<file path="src/source/uart_pkg.sv">
package uart_pkg;

	// one byte as it travels on the serial line.
	typedef logic [7:0] uart_byte_t;

	// a transmit request carries a start that is a single-cycle strobe.
	typedef struct packed {
		logic       start;
		uart_byte_t data;
	} tx_cmd_t;

	// the receive report has valid high for one cycle per frame.
	typedef struct packed {
		logic       valid;
		logic       frame_error; // stop bit was sampled low.
		uart_byte_t data;
	} rx_result_t;

	// transmit FSM states.
	typedef enum logic [1:0] {
		TX_IDLE,
		TX_START,
		TX_DATA,
		TX_STOP
	} tx_state_e;

	// receive FSM states.
	// RX_WAIT_HIGH holds off after a framing error until the line recovers.
	typedef enum logic [2:0] {
		RX_IDLE,
		RX_START,
		RX_DATA,
		RX_STOP,
		RX_WAIT_HIGH
	} rx_state_e;

endpackage

</file>
<file path="src/source/baud_timer.sv">
`timescale 1ns/1ps

module baud_timer #(
	parameter int CLKS_PER_BIT = 8
) (
	input  logic clk,
	input  logic reset_n,
	input  logic run,
	output logic tick,
	output logic half
);

	localparam int CNT_W = (CLKS_PER_BIT > 2) ? $clog2(CLKS_PER_BIT) : 1;
	localparam logic [CNT_W-1:0] LAST = CNT_W'(CLKS_PER_BIT - 1);
	localparam logic [CNT_W-1:0] MID  = CNT_W'(CLKS_PER_BIT / 2 - 1);

	logic [CNT_W-1:0] count;

	// the count restarts from zero every time run rises.
	always_ff @(posedge clk or negedge reset_n) begin
		if (!reset_n) begin
			count <= '0;
		end else if (!run) begin
			count <= '0;
		end else if (count == LAST) begin
			count <= '0; // wrap at the end of each bit.
		end else begin
			count <= count + 1'b1;
		end
	end

	// Both pulses come straight off the count register.
	// tick marks the last clock of a bit, half the middle of it.
	always_comb begin
		tick = run && (count == LAST);
		half = run && (count == MID);
	end

endmodule

</file>
<file path="src/source/tx_sequencer.sv">
`timescale 1ns/1ps

module tx_sequencer import uart_pkg::*; (
	input  logic clk,
	input  logic reset_n,
	input  logic start,
	input  logic tick,
	output logic run,
	output logic load,
	output logic shift,
	output logic busy,
	output logic done
);

	tx_state_e  state;
	tx_state_e  state_next;
	logic [2:0] bit_cnt;

	always_ff @(posedge clk or negedge reset_n) begin
		if (!reset_n) begin
			state <= TX_IDLE;
		end else begin
			state <= state_next;
		end
	end

	// counts data bits already on the line.
	always_ff @(posedge clk or negedge reset_n) begin
		if (!reset_n) begin
			bit_cnt <= 3'd0;
		end else if (state == TX_START) begin
			bit_cnt <= 3'd0;
		end else if ((state == TX_DATA) && tick) begin
			bit_cnt <= bit_cnt + 3'd1;
		end
	end

	always_comb begin
		state_next = state;
		load       = 1'b0;
		shift      = 1'b0;
		done       = 1'b0;
		case (state)
			TX_IDLE: begin
				if (start) begin
					load       = 1'b1; // frame register takes the byte now.
					state_next = TX_START;
				end
			end
			TX_START: begin
				if (tick) begin
					shift      = 1'b1;
					state_next = TX_DATA;
				end
			end
			TX_DATA: begin
				if (tick) begin
					shift = 1'b1;
					if (bit_cnt == 3'd7) begin
						state_next = TX_STOP;
					end
				end
			end
			TX_STOP: begin
				if (tick) begin
					shift      = 1'b1;
					done       = 1'b1; // last clock of the stop bit.
					state_next = TX_IDLE;
				end
			end
			default: state_next = TX_IDLE;
		endcase
	end

	assign run  = (state != TX_IDLE);
	assign busy = (state != TX_IDLE); // starts seen here are dropped.

endmodule

</file>
<file path="src/source/tx_shifter.sv">
`timescale 1ns/1ps

module tx_shifter import uart_pkg::*; (
	input  logic       clk,
	input  logic       reset_n,
	input  uart_byte_t data,
	input  logic       load,
	input  logic       shift,
	output logic       tx_pin
);

	// the frame holds the stop bit in bit nine and the start bit in bit zero.
	logic [9:0] frame;

	// Ones are shifted in behind the frame, so once the stop bit has gone
	// out the register is all ones again and the line rests high.
	always_ff @(posedge clk or negedge reset_n) begin
		if (!reset_n) begin
			frame <= '1;
		end else if (load) begin
			frame <= {1'b1, data, 1'b0};
		end else if (shift) begin
			frame <= {1'b1, frame[9:1]};
		end
	end

	assign tx_pin = frame[0]; // lsb first on the wire.

endmodule

</file>
<file path="src/source/rx_sequencer.sv">
`timescale 1ns/1ps

module rx_sequencer import uart_pkg::*; (
	input  logic clk,
	input  logic reset_n,
	input  logic line,
	input  logic half,
	output logic run,
	output logic sample,
	output logic result_valid,
	output logic frame_error
);

	rx_state_e  state;
	rx_state_e  state_next;
	logic [2:0] bit_cnt;

	always_ff @(posedge clk or negedge reset_n) begin
		if (!reset_n) begin
			state <= RX_IDLE;
		end else begin
			state <= state_next;
		end
	end

	always_ff @(posedge clk or negedge reset_n) begin
		if (!reset_n) begin
			bit_cnt <= 3'd0;
		end else if (state == RX_START) begin
			bit_cnt <= 3'd0;
		end else if ((state == RX_DATA) && half) begin
			bit_cnt <= bit_cnt + 3'd1;
		end
	end

	always_comb begin
		state_next   = state;
		sample       = 1'b0;
		result_valid = 1'b0;
		frame_error  = 1'b0;
		case (state)
			RX_IDLE: begin
				if (!line) begin
					state_next = RX_START; // falling edge, maybe a start bit.
				end
			end
			RX_START: begin
				// A start bit must still be low at its middle.
				// Anything shorter is treated as noise.
				if (half) begin
					if (line) begin
						state_next = RX_IDLE;
					end else begin
						state_next = RX_DATA;
					end
				end
			end
			RX_DATA: begin
				if (half) begin
					sample = 1'b1;
					if (bit_cnt == 3'd7) begin
						state_next = RX_STOP;
					end
				end
			end
			RX_STOP: begin
				if (half) begin
					result_valid = 1'b1;
					frame_error  = !line;
					if (line) begin
						state_next = RX_IDLE;
					end else begin
						state_next = RX_WAIT_HIGH;
					end
				end
			end
			RX_WAIT_HIGH: begin
				if (line) begin
					state_next = RX_IDLE;
				end
			end
			default: state_next = RX_IDLE;
		endcase
	end

	// the timer only runs while a frame is being received.
	assign run = (state == RX_START) || (state == RX_DATA) || (state == RX_STOP);

endmodule

</file>
<file path="src/source/rx_shifter.sv">
`timescale 1ns/1ps

module rx_shifter import uart_pkg::*; (
	input  logic       clk,
	input  logic       reset_n,
	input  logic       rx_pin,
	input  logic       sample,
	output logic       line,
	output uart_byte_t data
);

	logic [1:0] sync;

	// two flops guard against metastability and reset to the idle level.
	always_ff @(posedge clk or negedge reset_n) begin
		if (!reset_n) begin
			sync <= 2'b11;
		end else begin
			sync <= {sync[0], rx_pin};
		end
	end

	assign line = sync[1];

	// Bits arrive lsb first, so each new one enters at the top
	// and the first one ends up in bit zero after eight samples.
	always_ff @(posedge clk) begin
		if (sample) begin
			data <= {line, data[7:1]};
		end
	end

endmodule

</file>
<file path="src/source/uart_core.sv">
`timescale 1ns/1ps

module uart_core import uart_pkg::*; #(
	parameter int CLK_HZ    = 1_000_000,
	parameter int BAUD_RATE = 125_000
) (
	input  logic       clk,
	input  logic       reset_n,
	input  tx_cmd_t    tx_cmd,
	output logic       tx_pin,
	output logic       tx_busy,
	output logic       tx_done,
	input  logic       rx_pin,
	output rx_result_t rx_result
);

	localparam int CLKS_PER_BIT = CLK_HZ / BAUD_RATE; // needs to be 4 or more.

	logic       tx_run;
	logic       tx_tick;
	logic       tx_load;
	logic       tx_shift;
	logic       rx_run;
	logic       rx_half;
	logic       rx_line;
	logic       rx_sample;
	logic       rx_valid;
	logic       rx_ferr;
	uart_byte_t rx_data;

	baud_timer #(.CLKS_PER_BIT(CLKS_PER_BIT)) u_tx_timer (
		.clk     (clk),
		.reset_n (reset_n),
		.run     (tx_run),
		.tick    (tx_tick),
		.half    ()
	);

	tx_sequencer u_tx_seq (
		.clk     (clk),
		.reset_n (reset_n),
		.start   (tx_cmd.start),
		.tick    (tx_tick),
		.run     (tx_run),
		.load    (tx_load),
		.shift   (tx_shift),
		.busy    (tx_busy),
		.done    (tx_done)
	);

	tx_shifter u_tx_shift (
		.clk     (clk),
		.reset_n (reset_n),
		.data    (tx_cmd.data),
		.load    (tx_load),
		.shift   (tx_shift),
		.tx_pin  (tx_pin)
	);

	// receive side keeps its own timer so both directions run independently.
	baud_timer #(.CLKS_PER_BIT(CLKS_PER_BIT)) u_rx_timer (
		.clk     (clk),
		.reset_n (reset_n),
		.run     (rx_run),
		.tick    (),
		.half    (rx_half)
	);

	rx_sequencer u_rx_seq (
		.clk          (clk),
		.reset_n      (reset_n),
		.line         (rx_line),
		.half         (rx_half),
		.run          (rx_run),
		.sample       (rx_sample),
		.result_valid (rx_valid),
		.frame_error  (rx_ferr)
	);

	rx_shifter u_rx_shift (
		.clk     (clk),
		.reset_n (reset_n),
		.rx_pin  (rx_pin),
		.sample  (rx_sample),
		.line    (rx_line),
		.data    (rx_data)
	);

	assign rx_result = '{valid: rx_valid, frame_error: rx_ferr, data: rx_data};

endmodule

</file>
<file path="config.mk">
export PLATFORM = sky130hd
export DESIGN_NAME = uart_core
export DESIGN_NICKNAME = d
export VERILOG_FILES = /design/src/source/uart_pkg.sv /design/src/source/baud_timer.sv /design/src/source/tx_sequencer.sv /design/src/source/tx_shifter.sv /design/src/source/rx_sequencer.sv /design/src/source/rx_shifter.sv /design/src/source/uart_core.sv
export SDC_FILE = /design/constraint.sdc
export NUM_CORES = 1
export LEC_CHECK = 0
export ABC_AREA = 1
export BUFFER_PORTS_ARGS = -buffer_cell sky130_fd_sc_hd__buf_4
export CORE_MARGIN = 2
export CORE_UTILIZATION = 56
export DETAILED_ROUTE_END_ITERATION = 8
export PLACE_DENSITY = 0.78
export SLEW_MARGIN = 30
export SYNTH_ARGS = -nofsm -noshare
export SYNTH_HDL_FRONTEND = slang
export SYNTH_HIERARCHICAL = 1
export SYNTH_SLANG_ARGS = --single-unit
</file>
<file path="constraint.sdc">
create_clock -name clk -period 2.09 [get_ports clk]
set_input_delay 0.1045 -clock clk [delete_from_list [all_inputs] [get_ports clk]]
set_output_delay 0.1045 -clock clk [all_outputs]
set_load 0.01 [all_outputs]
</file>
Word-level counts from Yosys, hierarchy flattened:

Index checks and enable logic that the tools add are counted.

* logic and storage cells: 87
* input bits: 12
* output and inout port bits: 13
* register bits after elaboration: 37

* equality and inequality tests: 23
* $add $sub $neg: 4
* reduce and logical (&&, ||, !) cells: 16
* multiplexer cells: 35

Operators by type and width (count)
* $mux 3: 15
* $mux 10: 2
* $ne 2x1->1 const B: 8
* $eq 3x3->1 const B: 5
* $pmux 3 s5: 1
* $add 3x1->3 const B: 4
* $mux 2: 6
* $mux 1: 10
* $eq 3x2->1 const B: 3
* $pmux 2 s4: 1
* $reduce_bool 2->1: 4
* $ne 2x2->1 const B: 3
* $reduce_and 6->1: 1
* $reduce_and 5->1: 1
* $eq 2x2->1 const B: 2
* $logic_and 1x1->1: 4
* $eq 3x1->1 const B: 1
* $logic_not 3->1: 1
* $reduce_or 3->1: 1
* $eq 2x1->1 const B: 1
* $logic_not 2->1: 1
* $logic_or 1x1->1: 2
* $logic_not 1->1: 1

Longest topological paths before layout:

* depth in word-level cells: 7
* gate-level depth with buffers: 13

Hierarchy:

Netlist, hierarchy kept.

By module, submodules not included
* tx_shifter: instances 1, area each 480.5 sq um, cells each 65
* tx_sequencer: instances 1, area each 369.1 sq um, cells each 49
* rx_sequencer: instances 1, area each 366.6 sq um, cells each 49
* baud_timer: instances 2, area each 157.7 sq um, cells each 18
* rx_shifter: instances 1, area each 292.8 sq um, cells each 10
* uart_core: instances 1, area each 15.0 sq um, cells each 2

Least setup slack after synthesis:

Ideal clock, no wire load.

* path type: register -> register
* start: register u_tx_seq.state[0]
* end: register u_tx_shift.frame[1]
* cell stages (with the launch flop): 14
* library setup time: 60 ps
* setup slack: 488 ps
* period minus slack after synthesis: 1602 ps
* required time: 2030 ps
* data arrival time: 1542 ps
* buffers on the path: 2
* cell sequence: dfrtp_1 inv_1 ha_1 inv_1 buf_4 nand2_1 inv_1 inv_1 nor2_1 buf_4 nand2_1 nand2_1 nand2_1 nand2_1

* word-level cells in the longest chain between the ends: 5

Ends and longest elaborated chain
* start, declared: line tx_sequencer.sv:15 `tx_state_e state;`
* start signal, assigned: line tx_sequencer.sv:23 `state <= state_next;`
* $reduce_bool 2->1
* net tx_busy: line uart_core.sv:11 `output logic tx_busy,`
* $logic_and 1x1->1: line baud_timer.sv:35 `tick = run && (count == LAST);`
* net tx_tick: line uart_core.sv:20 `logic tx_tick;`
* $mux 1: line tx_sequencer.sv:51, tx_sequencer.sv:57, tx_sequencer.sv:65
* $mux 1
* net tx_shift: line uart_core.sv:22 `logic tx_shift;`
* $reduce_bool 2->1 (no line)
* end signal, assigned: line tx_shifter.sv:21 `frame <= {1'b1, data, 1'b0};`
* end signal, assigned: line tx_shifter.sv:23 `frame <= {1'b1, frame[9:1]};`
* end, declared: line tx_shifter.sv:13 `logic [9:0] frame;`

The timed path passes the listed nets, and every way through them passes these cells.
A chain may end at the register's enable or synchronous reset.

==> flow_summary_export.csv <==
group,metric,value,unit
placed_design,post-place-ws,438,ps
final_layout,multi_input_gate_area_in_the_final_layout,689,um^2
worst_setup_path,critical_path.max_stage_delay,440,ps
worst_setup_path,worstReg2RegStart,"u_tx_seq/state[0]",
worst_setup_path,r2r_end,"u_tx_shift/frame[2]",
worst_setup_path,critical-path-top-cell-by-count,"sky130_fd_sc_hd__inv_1",
route,routed_via_density,4.67,
floorplan,core_area,3080,um^2
route,routedWlPerCell,10.0,um
placed_design,dp_cells,271,
clocking,worstSkewPairLatency,340,ps
worst_hold_path,hold_path.class,"input pin to flip-flop",
sta,fin_hold_ws,16.8,ps
worst_hold_path,min_from,"tx_cmd[2]",
sta,fin_tns_setup,0,ps
clocking,clk_path_buf_depth,2,
floorplan,dieHeight,61.1,um
clocking,path_clk_slew,110,ps
run,max_cap_violations,0,
pwr,power_total,2.25,mW
final_layout,final.fill_count,250,
route,drc,0,
floorplan,floorplan.initialDensity,0.593,
global_routing,overflow,0,
worst_hold_path,hold_path_end,"u_tx_shift/frame[3]",
final_layout,post_layout_nonfiller_instances,283,
sta,worst_slew_margin_rel,0.716,
placed_design,gpl.final_weighted_congestion,0.860,
floorplan,die_outline_width,61.1,um
worst_setup_path,worst-path-stages,7,
worst_setup_path,setup.worst_path.class,"flip-flop to output pin",
clocking,tritoncts.num_buffers,5,
clocking,tritoncts,"done",
sta,finalHoldViolCount,0,
sta,rsz0062_at_grt,"no",
worst_setup_path,r2r_setup_slack,420,ps
final_layout,seqCellArea,955,um^2
pwr,p_per_area,1060,nW/um^2
sta,worst-slew-pin-transition,425,ps
final_layout,antenna_cells,0,
global_routing,grt_pass1_vias,1215,
yosys,area_of_the_mapped_netlist,1820,um^2
sta,timing.final.setup_violations,0,
sta,fin_ws,294,ps
yosys,post_synthesis_cell_count,207,
placed_design,io_buffer_count,24,
worst_setup_path,r2r_depth,12,
clocking,number_of_levels_the_h_tree_was_split_into,2,
floorplan,num_rows,20,
sta,fmax,557,MHz
sta,post-route-period-util,0.859,
worst_setup_path,worst_ep_arrival_time,1690,ps
worst_setup_path,crit_path_start_kind,"flip-flop",
global_routing,groute.usage.overall,0.183,
worst_setup_path,timing.critical_path.required,1990,ps
pwr,power.ir.vdd_worst,0.654,mV
placed_design,detailed_place.area,2030,um^2
sta,skew,13.4,ps
floorplan,pin_count,25,
clocking,clock_tree.root_cell,"sky130_fd_sc_hd__clkbuf_4",
floorplan,die_area,3730,um^2
worst_setup_path,cp_num_buf_inv,3,
clocking,cts.repair_timing.setup_buffer_count,0,
placed_design,hpwlAfterDp,2010,um
yosys,synth_area_per_cell,8.81,um^2
clocking,numClockSinks,36,
global_routing,grt_pass1_wl,4910,um
global_routing,antenna_found_initial,0,
pwr,power.leakage,1.14,nW
worst_setup_path,critical-path-slowest-cell,"sky130_fd_sc_hd__dfrtp_1",
route,drtAntennaViolNets,0,
global_routing,pin_count_of_the_biggest_net_entering_global_routing,29,
sta,slew_violations,0,
final_layout,num-nets-final,265,
sta,layout_min_cycle_time,1800,ps
route,routed_wirelength,2840,um
final_layout,syn_to_final_growth,16.0,%
status,run_status,"complete, no violations",
yosys,synthesis.nets,234,
yosys,synth.yosys.warnings,6,
worst_setup_path,timing.critical_path.cells,"nor2_1, nor2_2, nand2_1, inv_1, inv_1, nor4_1, buf_4",
final_layout,fin_util,0.687,
route,drtPass1Iterations,4,
worst_setup_path,timing.critical_path.fanout_max,6,
worst_hold_path,holdPathStages,5,
worst_setup_path,critical-path-top-delay-family,"simple AND/OR/NAND/NOR gates",
route,route.vias.total,1323,
final_layout,design_area,2120,um^2
final_layout,post_route_cells_drive_above_1_share,0.218,
worst_setup_path,critical_path.endpoint_type,"output pin",
route,drt_iter0_markers,71,
==> layout make-up <==
cell class | count | share of cell area
inverters | 37 | 0.0656
clock buffers | 7 | 0.0213
multi-input cells | 129 | 0.326
flip-flops and latches | 36 | 0.451
well taps | 44 | 0.0260
repair buffers | 29 | 0.108
clock inverters | 1 | 0.00237
==> placed cells by master (no fill, tap or decap), drive strengths merged, types with 2 or more instances in the layout <==
master,instances
clkbuf,7
nand2,73
ha,15
buf,25
edfxtp,8
nand3,13
dfrtp,17
o21ai,6
dfstp,11
nand4,2
nor2,17
inv,37
dlygate4sd3,4
==> how the worst max path moves through the flow <==
stage / startpoint / to
after floorplan: u_tx_seq/state[0] / u_tx_shift/frame[1]
after global placement: u_tx_seq/state[0] / u_tx_shift/frame[7]
after detailed placement: u_tx_seq/state[0] / u_tx_shift/frame[2]
after CTS: u_rx_seq/state[1] / rx_result[9]
after global routing: u_rx_seq/state[1] / rx_result[9]
final: u_rx_seq/state[1] / rx_result[9]
==> metal layers <==
layer  track usage  vias up  wire, um
met4        0.0745        0        34
li1              -      692         -
met5             0        -         0
met2         0.292       27      1310
met1         0.226      600      1380
met3        0.0693        4       115
==> report_power, final <==
part / total (mW) / leakage, nW / internal [mW] / switching (mW)
clock: 0.345 / 0.0293 / 0.131 / 0.214
sequential: 1.07 / 0.410 / 0.960 / 0.111
combinational: 0.837 / 0.702 / 0.315 / 0.521
==> state kept, by name (all words and copies together) (netlist names) <==
| name | cells |
|---|---|
| u_rx_shift/sync | 2 |
| u_rx_timer/count | 3 |
| u_tx_shift/frame | 9 |
| u_tx_timer/count | 3 |
| u_rx_seq/state | 3 |
| u_rx_shift/data | 8 |
| u_rx_seq/bit_cnt | 3 |
| u_tx_seq/bit_cnt | 3 |
| u_tx_seq/state | 2 |
==> worst min-delay path: cells and delay by family <==
kind          cells  cell delay [ps]
buf+inv           2              110
simple gates      3              130
==> timing repair <==
action,in CTS,in global routing
hold endpoints to repair,31,0
hold buffers,4,0
resized for setup,0,0
(Power assumes the default switching activity.)
